===== config.mk =====
export PLATFORM = sky130hd
export DESIGN_NAME = lc4_processor
export DESIGN_NICKNAME = d
export VERILOG_FILES = /design/src/rtl/lc4_isa_pkg.sv /design/src/rtl/lc4_pipe_pkg.sv /design/src/rtl/lc4_decoder.sv /design/src/rtl/lc4_regfile.sv /design/src/rtl/lc4_operand_bypass.sv /design/src/rtl/lc4_alu.sv /design/src/rtl/lc4_pc_control.sv /design/src/rtl/lc4_processor.sv
export SDC_FILE = /design/constraint.sdc
export NUM_CORES = 1
export LEC_CHECK = 0
export BUFFER_PORTS_ARGS = -buffer_cell sky130_fd_sc_hd__buf_2
export CAP_MARGIN = 30
export CORE_ASPECT_RATIO = 0.8
export CORE_UTILIZATION = 60
export DETAILED_ROUTE_END_ITERATION = 10
export PLACE_DENSITY = 0.82
export REMOVE_ABC_BUFFERS = 1
export SYNTH_ARGS = -nofsm -noshare
export SYNTH_HDL_FRONTEND = slang
export SYNTH_HIERARCHICAL = 1
export SYNTH_SLANG_ARGS = --single-unit

===== constraint.sdc =====
create_clock -name gwe -period 4 [get_ports gwe]
set_input_delay 0.4 -clock gwe [delete_from_list [all_inputs] [get_ports gwe]]
set_output_delay 0.4 -clock gwe [all_outputs]
set_load 0.02 [all_outputs]

===== src/rtl/lc4_isa_pkg.sv =====
//##########################################################
// LC4 instruction set definitions for the reduced core
// Word and register select widths, opcodes of ADD, AND,
// CONST and BR, and the two decodings of an instruction
//##########################################################
`default_nettype none

package lc4_isa_pkg;

  localparam int WORD_W    = 16;
  localparam int REG_SEL_W = 3;
  localparam int NUM_REGS  = 8;

  // Opcode in bits 15:12
  localparam logic [3:0] OP_BR    = 4'b0000;
  localparam logic [3:0] OP_ADD   = 4'b0001;
  localparam logic [3:0] OP_AND   = 4'b0101;
  localparam logic [3:0] OP_CONST = 4'b1001;

  typedef logic [WORD_W-1:0]    word_t;
  typedef logic [REG_SEL_W-1:0] reg_sel_t;

  // Register-form ALU layout
  // Low field is sub-op plus rt when imm_flag is clear, else imm5
  typedef struct packed {
    logic [3:0] opcode;
    reg_sel_t   rd;
    reg_sel_t   rs;
    logic       imm_flag;
    logic [4:0] low;
  } alu_view_t;

  // CONST and BR layout
  // Field is rd for CONST and the n/z/p mask for BR
  typedef struct packed {
    logic [3:0] opcode;
    logic [2:0] field;
    logic [8:0] imm9;
  } wide_view_t;

  typedef union packed {
    alu_view_t  alu_view;
    wide_view_t wide_view;
  } lc4_insn_u;

  // Shared by CONST and the branch offset
  function automatic word_t sext_imm9(logic [8:0] imm9);
    return {{(WORD_W - 9){imm9[8]}}, imm9};
  endfunction

endpackage

`default_nettype wire


===== src/rtl/lc4_pipe_pkg.sv =====
//##########################################################
// Pipeline definitions
// Reset PC, trace stall codes and NZP condition codes
//##########################################################
`default_nettype none

package lc4_pipe_pkg;

  localparam lc4_isa_pkg::word_t RESET_PC = 16'h8200;

  localparam logic [1:0] STALL_NONE  = 2'd0;
  localparam logic [1:0] STALL_FLUSH = 2'd2;

  localparam logic [2:0] NZP_NEG  = 3'b100;
  localparam logic [2:0] NZP_ZERO = 3'b010;
  localparam logic [2:0] NZP_POS  = 3'b001;

  // Condition codes of a result word, read as two's complement
  function automatic logic [2:0] nzp_from_result(lc4_isa_pkg::word_t value);
    if (value[lc4_isa_pkg::WORD_W-1]) return NZP_NEG;
    if (value == '0) return NZP_ZERO;
    return NZP_POS;
  endfunction

endpackage

`default_nettype wire


===== src/rtl/lc4_decoder.sv =====
//##########################################################
// Instruction decoder
// Register selects, write enables and the branch flag
//##########################################################
`default_nettype none

module lc4_decoder (
  input  lc4_isa_pkg::lc4_insn_u i_insn,
  output lc4_isa_pkg::reg_sel_t  o_rs_sel,
  output lc4_isa_pkg::reg_sel_t  o_rt_sel,
  output lc4_isa_pkg::reg_sel_t  o_rd_sel,
  output logic                   o_regfile_we,
  output logic                   o_nzp_we,
  output logic                   o_is_branch
);

  logic alu_form_ok;

  // Register form is only ADD/AND with sub-op 00
  // Other sub-ops belong to operations this core does not run
  assign alu_form_ok = i_insn.alu_view.imm_flag || (i_insn.alu_view.low[4:3] == 2'b00);

  always_comb begin
    o_rs_sel     = i_insn.alu_view.rs;
    o_rt_sel     = i_insn.alu_view.low[2:0];
    o_rd_sel     = i_insn.alu_view.rd;
    o_regfile_we = 1'b0;
    o_nzp_we     = 1'b0;
    o_is_branch  = 1'b0;
    case (i_insn.alu_view.opcode)
      lc4_isa_pkg::OP_ADD,
      lc4_isa_pkg::OP_AND: begin
        o_regfile_we = alu_form_ok;
        o_nzp_we     = alu_form_ok;
      end
      lc4_isa_pkg::OP_CONST: begin
        o_rd_sel     = i_insn.wide_view.field;
        o_regfile_we = 1'b1;
        o_nzp_we     = 1'b1;
      end
      // NOP is a BR with an empty mask and is never taken
      lc4_isa_pkg::OP_BR: begin
        o_is_branch = 1'b1;
      end
      default: begin
        o_regfile_we = 1'b0;
      end
    endcase
  end

endmodule

`default_nettype wire


===== src/rtl/lc4_regfile.sv =====
//##########################################################
// Register file, two read ports and one write port
// A same-cycle write is returned on the read ports
//##########################################################
`default_nettype none

module lc4_regfile #(
  parameter int DATA_W = 16,
  parameter int SEL_W  = 3,
  parameter int N_REGS = 8
) (
  input  logic              gwe,
  input  logic              i_reset,
  input  logic [SEL_W-1:0]  i_rs_sel,
  input  logic [SEL_W-1:0]  i_rt_sel,
  output logic [DATA_W-1:0] o_rs_data,
  output logic [DATA_W-1:0] o_rt_data,
  input  logic [SEL_W-1:0]  i_rd_sel,
  input  logic [DATA_W-1:0] i_wdata,
  input  logic              i_rd_we
);

  logic [DATA_W-1:0] regs [N_REGS];

  always_ff @(posedge gwe) begin
    if (i_reset) begin
      for (int i = 0; i < N_REGS; i++) begin
        regs[i] <= '0;
      end
    end else if (i_rd_we) begin
      regs[i_rd_sel] <= i_wdata;
    end
  end

  // WD bypass
  assign o_rs_data = (i_rd_we && (i_rd_sel == i_rs_sel)) ? i_wdata : regs[i_rs_sel];
  assign o_rt_data = (i_rd_we && (i_rd_sel == i_rt_sel)) ? i_wdata : regs[i_rt_sel];

endmodule

`default_nettype wire


===== src/rtl/lc4_operand_bypass.sv =====
//##########################################################
// MX and WX bypass of the execute-stage operands
//##########################################################
`default_nettype none

module lc4_operand_bypass (
  input  lc4_isa_pkg::reg_sel_t i_rs_sel,
  input  lc4_isa_pkg::reg_sel_t i_rt_sel,
  input  lc4_isa_pkg::word_t    i_rs_data,
  input  lc4_isa_pkg::word_t    i_rt_data,
  input  lc4_isa_pkg::reg_sel_t i_mem_rd_sel,
  input  logic                  i_mem_we,
  input  lc4_isa_pkg::word_t    i_mem_result,
  input  lc4_isa_pkg::reg_sel_t i_wb_rd_sel,
  input  logic                  i_wb_we,
  input  lc4_isa_pkg::word_t    i_wb_result,
  output lc4_isa_pkg::word_t    o_rs_value,
  output lc4_isa_pkg::word_t    o_rt_value
);

  logic rs_mx, rs_wx, rt_mx, rt_wx;

  // Bubbles carry a cleared write enable and never match
  assign rs_mx = i_mem_we && (i_mem_rd_sel == i_rs_sel);
  assign rt_mx = i_mem_we && (i_mem_rd_sel == i_rt_sel);
  assign rs_wx = i_wb_we && (i_wb_rd_sel == i_rs_sel);
  assign rt_wx = i_wb_we && (i_wb_rd_sel == i_rt_sel);

  // Memory stage is younger, so it wins over writeback
  assign o_rs_value = rs_mx ? i_mem_result : (rs_wx ? i_wb_result : i_rs_data);
  assign o_rt_value = rt_mx ? i_mem_result : (rt_wx ? i_wb_result : i_rt_data);

endmodule

`default_nettype wire


===== src/rtl/lc4_alu.sv =====
//##########################################################
// Execute-stage ALU for ADD, AND and CONST
//##########################################################
`default_nettype none

module lc4_alu (
  input  lc4_isa_pkg::lc4_insn_u i_insn,
  input  lc4_isa_pkg::word_t     i_rs_value,
  input  lc4_isa_pkg::word_t     i_rt_value,
  output lc4_isa_pkg::word_t     o_result
);

  lc4_isa_pkg::word_t imm5_sext;
  lc4_isa_pkg::word_t operand_b;
  logic               alu_form_ok;

  assign imm5_sext = {{(lc4_isa_pkg::WORD_W - 5){i_insn.alu_view.low[4]}},
                      i_insn.alu_view.low};

  // Second operand is rt or the immediate
  assign operand_b   = i_insn.alu_view.imm_flag ? imm5_sext : i_rt_value;
  assign alu_form_ok = i_insn.alu_view.imm_flag || (i_insn.alu_view.low[4:3] == 2'b00);

  always_comb begin
    case (i_insn.alu_view.opcode)
      lc4_isa_pkg::OP_ADD: begin
        o_result = alu_form_ok ? (i_rs_value + operand_b) : '0;
      end
      lc4_isa_pkg::OP_AND: begin
        o_result = alu_form_ok ? (i_rs_value & operand_b) : '0;
      end
      lc4_isa_pkg::OP_CONST: begin
        o_result = lc4_isa_pkg::sext_imm9(i_insn.wide_view.imm9);
      end
      // BR and anything unsupported
      default: begin
        o_result = '0;
      end
    endcase
  end

endmodule

`default_nettype wire


===== src/rtl/lc4_pc_control.sv =====
//##########################################################
// Fetch PC, NZP register and branch resolution
// NZP forwarding from memory and writeback, flush request
//##########################################################
`default_nettype none

module lc4_pc_control (
  input  logic                   gwe,
  input  logic                   i_reset,
  input  lc4_isa_pkg::lc4_insn_u i_insn,
  input  logic                   i_is_branch,
  input  logic                   i_mem_nzp_we,
  input  lc4_isa_pkg::word_t     i_mem_result,
  input  logic                   i_wb_nzp_we,
  input  logic [2:0]             i_wb_nzp_bits,
  output lc4_isa_pkg::word_t     o_cur_pc,
  output logic                   o_flush
);

  lc4_isa_pkg::word_t pc_q;
  lc4_isa_pkg::word_t dec_pc_q;
  lc4_isa_pkg::word_t ex_pc_q;
  lc4_isa_pkg::word_t branch_target;
  logic [2:0]         nzp_q;
  logic [2:0]         nzp_fwd;
  logic               taken;

  // Newest producer of NZP first
  assign nzp_fwd = i_mem_nzp_we ? lc4_pipe_pkg::nzp_from_result(i_mem_result) :
                   i_wb_nzp_we  ? i_wb_nzp_bits : nzp_q;

  assign taken         = i_is_branch && |(i_insn.wide_view.field & nzp_fwd);
  assign branch_target = ex_pc_q + lc4_isa_pkg::word_t'(1)
                         + lc4_isa_pkg::sext_imm9(i_insn.wide_view.imm9);

  always_ff @(posedge gwe) begin
    if (i_reset) begin
      pc_q  <= lc4_pipe_pkg::RESET_PC;
      // No condition holds until the first NZP write
      nzp_q <= '0;
    end else begin
      pc_q <= taken ? branch_target : (pc_q + lc4_isa_pkg::word_t'(1));
      if (i_wb_nzp_we) begin
        nzp_q <= i_wb_nzp_bits;
      end
    end
  end

  // PC of the instructions now in decode and execute
  always_ff @(posedge gwe) begin
    dec_pc_q <= pc_q;
    ex_pc_q  <= dec_pc_q;
  end

  assign o_cur_pc = pc_q;
  assign o_flush  = taken;

endmodule

`default_nettype wire


===== src/rtl/lc4_processor.sv =====
//##########################################################
// Five-stage LC4 pipeline top
// Stage registers, flush bubbles and writeback trace ports
//##########################################################
`default_nettype none

module lc4_processor (
  input  logic                  gwe,
  input  logic                  i_reset,
  output lc4_isa_pkg::word_t    o_cur_pc,
  input  lc4_isa_pkg::word_t    i_cur_insn,
  output logic [1:0]            o_test_stall,
  output lc4_isa_pkg::word_t    o_test_cur_pc,
  output lc4_isa_pkg::word_t    o_test_cur_insn,
  output logic                  o_test_regfile_we,
  output lc4_isa_pkg::reg_sel_t o_test_regfile_wsel,
  output lc4_isa_pkg::word_t    o_test_regfile_data,
  output logic                  o_test_nzp_we,
  output logic [2:0]            o_test_nzp_new_bits
);

  // Fetch decode
  lc4_isa_pkg::reg_sel_t  f_rs_sel, f_rt_sel, f_rd_sel;
  logic                   f_regfile_we, f_nzp_we, f_is_branch;
  // Decode stage
  lc4_isa_pkg::word_t     d_pc, d_insn;
  lc4_isa_pkg::reg_sel_t  d_rs_sel, d_rt_sel, d_rd_sel;
  logic                   d_regfile_we, d_nzp_we, d_is_branch;
  logic [1:0]             d_stall;
  lc4_isa_pkg::word_t     rf_rs_data, rf_rt_data;
  // Execute stage
  lc4_isa_pkg::word_t     x_pc, x_rs_data, x_rt_data;
  lc4_isa_pkg::lc4_insn_u x_insn;
  lc4_isa_pkg::reg_sel_t  x_rs_sel, x_rt_sel, x_rd_sel;
  logic                   x_regfile_we, x_nzp_we, x_is_branch;
  logic [1:0]             x_stall;
  lc4_isa_pkg::word_t     rs_value, rt_value, alu_result;
  logic                   flush;
  // Memory and writeback stages
  lc4_isa_pkg::word_t     m_pc, m_insn, m_result;
  lc4_isa_pkg::reg_sel_t  m_rd_sel;
  logic                   m_regfile_we, m_nzp_we;
  logic [1:0]             m_stall;
  lc4_isa_pkg::word_t     w_pc, w_insn, w_result;
  lc4_isa_pkg::reg_sel_t  w_rd_sel;
  logic                   w_regfile_we, w_nzp_we;
  logic [1:0]             w_stall;
  logic [2:0]             w_nzp_bits;

  lc4_decoder lc4_decoder_inst (
    .i_insn       (lc4_isa_pkg::lc4_insn_u'(i_cur_insn)),
    .o_rs_sel     (f_rs_sel),
    .o_rt_sel     (f_rt_sel),
    .o_rd_sel     (f_rd_sel),
    .o_regfile_we (f_regfile_we),
    .o_nzp_we     (f_nzp_we),
    .o_is_branch  (f_is_branch)
  );

  lc4_regfile #(
    .DATA_W (lc4_isa_pkg::WORD_W),
    .SEL_W  (lc4_isa_pkg::REG_SEL_W),
    .N_REGS (lc4_isa_pkg::NUM_REGS)
  ) lc4_regfile_inst (
    .gwe       (gwe),
    .i_reset   (i_reset),
    .i_rs_sel  (d_rs_sel),
    .i_rt_sel  (d_rt_sel),
    .o_rs_data (rf_rs_data),
    .o_rt_data (rf_rt_data),
    .i_rd_sel  (w_rd_sel),
    .i_wdata   (w_result),
    .i_rd_we   (w_regfile_we)
  );

  lc4_operand_bypass lc4_operand_bypass_inst (
    .i_rs_sel     (x_rs_sel),
    .i_rt_sel     (x_rt_sel),
    .i_rs_data    (x_rs_data),
    .i_rt_data    (x_rt_data),
    .i_mem_rd_sel (m_rd_sel),
    .i_mem_we     (m_regfile_we),
    .i_mem_result (m_result),
    .i_wb_rd_sel  (w_rd_sel),
    .i_wb_we      (w_regfile_we),
    .i_wb_result  (w_result),
    .o_rs_value   (rs_value),
    .o_rt_value   (rt_value)
  );

  lc4_alu lc4_alu_inst (
    .i_insn     (x_insn),
    .i_rs_value (rs_value),
    .i_rt_value (rt_value),
    .o_result   (alu_result)
  );

  lc4_pc_control lc4_pc_control_inst (
    .gwe           (gwe),
    .i_reset       (i_reset),
    .i_insn        (x_insn),
    .i_is_branch   (x_is_branch),
    .i_mem_nzp_we  (m_nzp_we),
    .i_mem_result  (m_result),
    .i_wb_nzp_we   (w_nzp_we),
    .i_wb_nzp_bits (w_nzp_bits),
    .o_cur_pc      (o_cur_pc),
    .o_flush       (flush)
  );

  // Decode and execute turn into NOP bubbles on reset or a taken branch
  always_ff @(posedge gwe) begin
    if (i_reset || flush) begin
      d_insn       <= '0;
      d_regfile_we <= 1'b0;
      d_nzp_we     <= 1'b0;
      d_is_branch  <= 1'b0;
      d_stall      <= lc4_pipe_pkg::STALL_FLUSH;
      x_insn       <= '0;
      x_regfile_we <= 1'b0;
      x_nzp_we     <= 1'b0;
      x_is_branch  <= 1'b0;
      x_stall      <= lc4_pipe_pkg::STALL_FLUSH;
    end else begin
      d_insn       <= i_cur_insn;
      d_regfile_we <= f_regfile_we;
      d_nzp_we     <= f_nzp_we;
      d_is_branch  <= f_is_branch;
      d_stall      <= lc4_pipe_pkg::STALL_NONE;
      x_insn       <= d_insn;
      x_regfile_we <= d_regfile_we;
      x_nzp_we     <= d_nzp_we;
      x_is_branch  <= d_is_branch;
      x_stall      <= d_stall;
    end
  end

  // Memory is a plain pipeline stage here
  always_ff @(posedge gwe) begin
    if (i_reset) begin
      m_insn       <= '0;
      m_regfile_we <= 1'b0;
      m_nzp_we     <= 1'b0;
      m_stall      <= lc4_pipe_pkg::STALL_FLUSH;
      w_insn       <= '0;
      w_regfile_we <= 1'b0;
      w_nzp_we     <= 1'b0;
      w_stall      <= lc4_pipe_pkg::STALL_FLUSH;
    end else begin
      m_insn       <= x_insn;
      m_regfile_we <= x_regfile_we;
      m_nzp_we     <= x_nzp_we;
      m_stall      <= x_stall;
      w_insn       <= m_insn;
      w_regfile_we <= m_regfile_we;
      w_nzp_we     <= m_nzp_we;
      w_stall      <= m_stall;
    end
  end

  always_ff @(posedge gwe) begin
    d_pc      <= o_cur_pc;
    d_rs_sel  <= f_rs_sel;
    d_rt_sel  <= f_rt_sel;
    d_rd_sel  <= f_rd_sel;
    x_pc      <= d_pc;
    x_rs_sel  <= d_rs_sel;
    x_rt_sel  <= d_rt_sel;
    x_rd_sel  <= d_rd_sel;
    x_rs_data <= rf_rs_data;
    x_rt_data <= rf_rt_data;
    m_pc      <= x_pc;
    m_rd_sel  <= x_rd_sel;
    m_result  <= alu_result;
    w_pc      <= m_pc;
    w_rd_sel  <= m_rd_sel;
    w_result  <= m_result;
  end

  assign w_nzp_bits = lc4_pipe_pkg::nzp_from_result(w_result);

  // Writeback trace
  assign o_test_stall        = w_stall;
  assign o_test_cur_pc       = w_pc;
  assign o_test_cur_insn     = w_insn;
  assign o_test_regfile_we   = w_regfile_we;
  assign o_test_regfile_wsel = w_rd_sel;
  assign o_test_regfile_data = w_result;
  assign o_test_nzp_we       = w_nzp_we;
  assign o_test_nzp_new_bits = w_nzp_bits;

endmodule

`default_nettype wire


==> flow_summary.yaml <==
outcome:
  status: "completed"
placement:
  dp_slack_ns: 0.349
  io_buffers: 90
  place_hpwl_um: 25400
  place_congestion: 0.907
sta:
  rsz0062_at_grt: "no"
  fin_setup_tns_ns: 0
  fin_ws_ns: 0.296
  setup_violations: 0
  fin_crit_sh: 0.926
  relSlewSlack: 0.285
  fin_crit_ns: 3.70
  clock.fmax_mhz: 270
  finalHoldViolations: 0
  fin_worst_skew_ns: 0.0169
  tightest_slew_ns: 1.07
  drv_slew: 0
power_and_ir_drop:
  pwr-share-comb: 0.089
  p_sw_mw: 2.11
  internal_power_mw: 7.00
  p_seq_frac: 0.497
  pwr-share-clk: 0.414
  p_sw_frac: 0.231
  leakagePower_nw: 8.32
  vdd_drop_max_uv: 350
  cellPowerDensity_mw_per_mm2: 469
critical_path:
  worstSetupPathType: "flip-flop to flip-flop"
  worst-r2r-cell-count: 13
  required_ns: 4.42
  cp-start-kind: "flip-flop"
  crit_path_end_kind: "flip-flop"
  reg2reg_slack_ns: 0.30
  reg2reg_to: "m_result[10]"
  cp.arrival_ns: 4.12
  timing.rr.start: "o_test_regfile_wsel[0]"
  path_max_fanout: 15
cells_and_area:
  nNetsFinal: 1487
  syn2layout_area_growth_pct: 12.5
  drive_above_1_share: 0.214
  num_antenna_cells: 0
clock_tree:
  cts_root_buf: "clkbuf_16"
  cts_sinks: 409
  cts_setup_buffers: 0
  cts_inserted_buffers: 40
  clock_latency_ns: 0.53
  clk_pin_slew_worst_paths_ns: 0.06
  h-tree-depth: 2
  clockBufferDepth: 3
  cts_tree: "done"
yosys:
  synth_cells: 1330
  synthArstFlopShare: 0
  synth-seq-cells: 409
  synth_edf_count: 128
  avgSynthCellArea_sq_um: 13.0
  yosysUniqueCellTypes: 78
  synth_ff_type: "dfxtp_1"
  synth_top_area_share: 0.326
  yosysWarningCount: 6
  synthTopCellsByArea: "dfxtp_1, edfxtp_1, mux4_1, and2_1, mux2_2"
  syn_area_sq_mm: 0.0172
  ys_seq_area_frac: 0.549
  synth_top_cell_by_area: "dfxtp_1"
detailed_routing:
  drtIter0Drc: 892
  first_pass_iters: 5
  vias_per_cell: 5.81
  via_count: 10667
  drc_errors: 0
  drtAntennaViolNets: 0
  finalWirelength_um: 38800
  post_drt_wl_per_cell_um: 21.2
floorplanning:
  die_x_um: 192
  core_sq_mm: 0.0283
  fp.dieH_um: 154
  fp-row-count: 55
  dieArea_sq_mm: 0.0294
  pin_count: 92
  start_util: 0.610
global_route:
  grt_pass1_vias: 10515
  grt_usage: 0.267
  grt_pass1_wl_um: 59600
  overflow: 0
  antenna_found_initial: 1
  grt_max_degree: 61
job:
  maxCapViolations: 0
min_path:
  min_to: "d_insn[12]"
  hold_path_startpoint: "i_cur_insn[12]"
  min_path_type: "input pin to flip-flop"
  hold_path_depth: 2
==> stage by stage <==
step / util / cell area [sq um] / cells / hold slack (ns) / power [mW]
floorplan: - / 16800 / 1257 / 0.310 / 5.14
global placement: 0.635 / 18000 / 1753 / 0.310 / 5.38
detailed placement: 0.636 / 18000 / 1754 / 0.312 / 5.40
CTS: 0.686 / 19400 / 1836 / 0.0852 / 9.16
global route: 0.686 / 19400 / 1836 / 0.103 / 9.39
finish: 0.686 / 19400 / 1836 / 0.100 / 9.10
==> power by group through the flow <==
stage	Clock (mW)	Combinational, mW	Sequential (mW)
after floorplan	0	0.523	4.62
after global placement	0	0.768	4.61
after detailed placement	0	0.788	4.61
after CTS	3.83	0.804	4.52
after global routing	3.98	0.873	4.54
final	3.77	0.811	4.53
==> logic make-up after synthesis <==
| family | Yosys count | share of synthesized area |
|---|---|---|
| flip-flops | 409 | 0.549 |
| AND/OR/NAND/NOR | 388 | 0.129 |
| multiplexers | 174 | 0.169 |
| AO/OA/AOI/OAI | 171 | 0.0646 |
| buffers and inverters | 95 | 0.0329 |
| XOR/XNOR | 58 | 0.0299 |
| adder cells (fa/ha/maj) | 34 | 0.0255 |
| other | 1 | 0.000217 |
==> cell usage in the layout, fill, tap and decap left out, types with 38 or more instances in the layout <==
cell,Yosys,layout
nor2_1,72,72
mux2i_1,38,38
mux2_2,57,57
edfxtp_1,128,128
mux4_1,60,60
buf_2,9,90
o21ai_0,41,41
and2_1,156,156
nor2b_1,42,42
dfxtp_1,281,279
xnor2_1,41,41
a21oi_1,68,68
clkbuf_16,0,42
==> state kept, by name (all words and copies together) (netlist names), 16 cells and up <==
register                      cells
m_insn                           16
o_test_cur_insn                  16
o_test_regfile_data              16
x_rs_data                        16
m_pc                             16
d_insn                           16
d_pc                             16
o_test_cur_pc                    16
x_insn                           16
m_result                         16
x_rt_data                        16
x_pc                             16
lc4_regfile_inst/regs           128
lc4_pc_control_inst/ex_pc_q      16
lc4_pc_control_inst/dec_pc_q     16
lc4_pc_control_inst/o_cur_pc     16
==> area by class of cell <==
| type | instances | area [sq um] |
|---|---|---|
| sequential | 409 | 9470 |
| fill | 1969 | 8870 |
| clock buffer | 54 | 1140 |
| tap | 370 | 463 |
| inverter | 22 | 82.6 |
| multi-input combinational | 826 | 7210 |
| clock inverter | 19 | 196 |
| timing repair buffer | 136 | 851 |
==> layer usage <==
metal | part of all wire | track usage | vias up
met5 | 0 | 0 | -
met4 | 0.020 | 0.0695 | 0
met3 | 0.076 | 0.0507 | 68
met2 | 0.46 | 0.417 | 394
met1 | 0.45 | 0.385 | 5193
li1 | - | - | 5012
==> synth_stat cells, types with 3 or more instances <==
cell / count
o21ai_0: 41
buf_2: 9
nand2_1: 32
nand3_1: 11
or2_2: 10
a21o_1: 10
buf_4: 13
edfxtp_1: 128
a21oi_1: 68
nor4_1: 9
nor3_1: 6
mux2i_1: 38
buf_6: 17
dfxtp_1: 281
mux2_4: 13
mux2_2: 57
xnor2_1: 41
and2_4: 10
o21ai_1: 6
and2_1: 156
a211oi_1: 6
clkbuf_1: 29
mux4_2: 4
nor2b_1: 42
ha_1: 32
nor2_1: 72
a211oi_2: 9
and3_1: 3
inv_1: 22
nand4_1: 9
nand2b_1: 8
xor2_1: 16
mux4_1: 60
o211ai_1: 3
==> how the worst max path moves through the flow <==
stage | from | to | slack (ns) | cells past startpoint
final | o_test_regfile_wsel[0] | m_result[10] | 0.30 | 13
after global routing | o_test_regfile_wsel[0] | m_result[10] | 0.12 | 13
after CTS | o_test_regfile_wsel[0] | m_result[10] | 0.30 | 13
after detailed placement | o_test_regfile_wsel[0] | m_result[10] | 0.35 | 13
after global placement | o_test_regfile_wsel[1] | m_result[10] | 0.47 | 13
after floorplan | m_rd_sel[1] | m_result[10] | 0.37 | 13
==> what timing repair did <==
| action | CTS | global route |
|---|---|---|
| hold buffers | 9 | 0 |
| endpoints found under the hold margin | 9 | 0 |
| gates resized for setup | 0 | 0 |
==> worst max-delay path, stage by stage (launching register included) <==
cell	delay, ns
dfxtp_1	0.56
xnor2_1	0.20
nand4_4	0.14
buf_4	0.29
mux2i_1	0.24
a21oi_1	0.09
mux2_2	0.30
fa_1	0.45
a21o_1	0.25
a221oi_2	0.40
o211a_4	0.27
xor2_2	0.13
o21ai_1	0.07
a21o_1	0.20
Note: power is estimated with default switching activity, not from simulation.
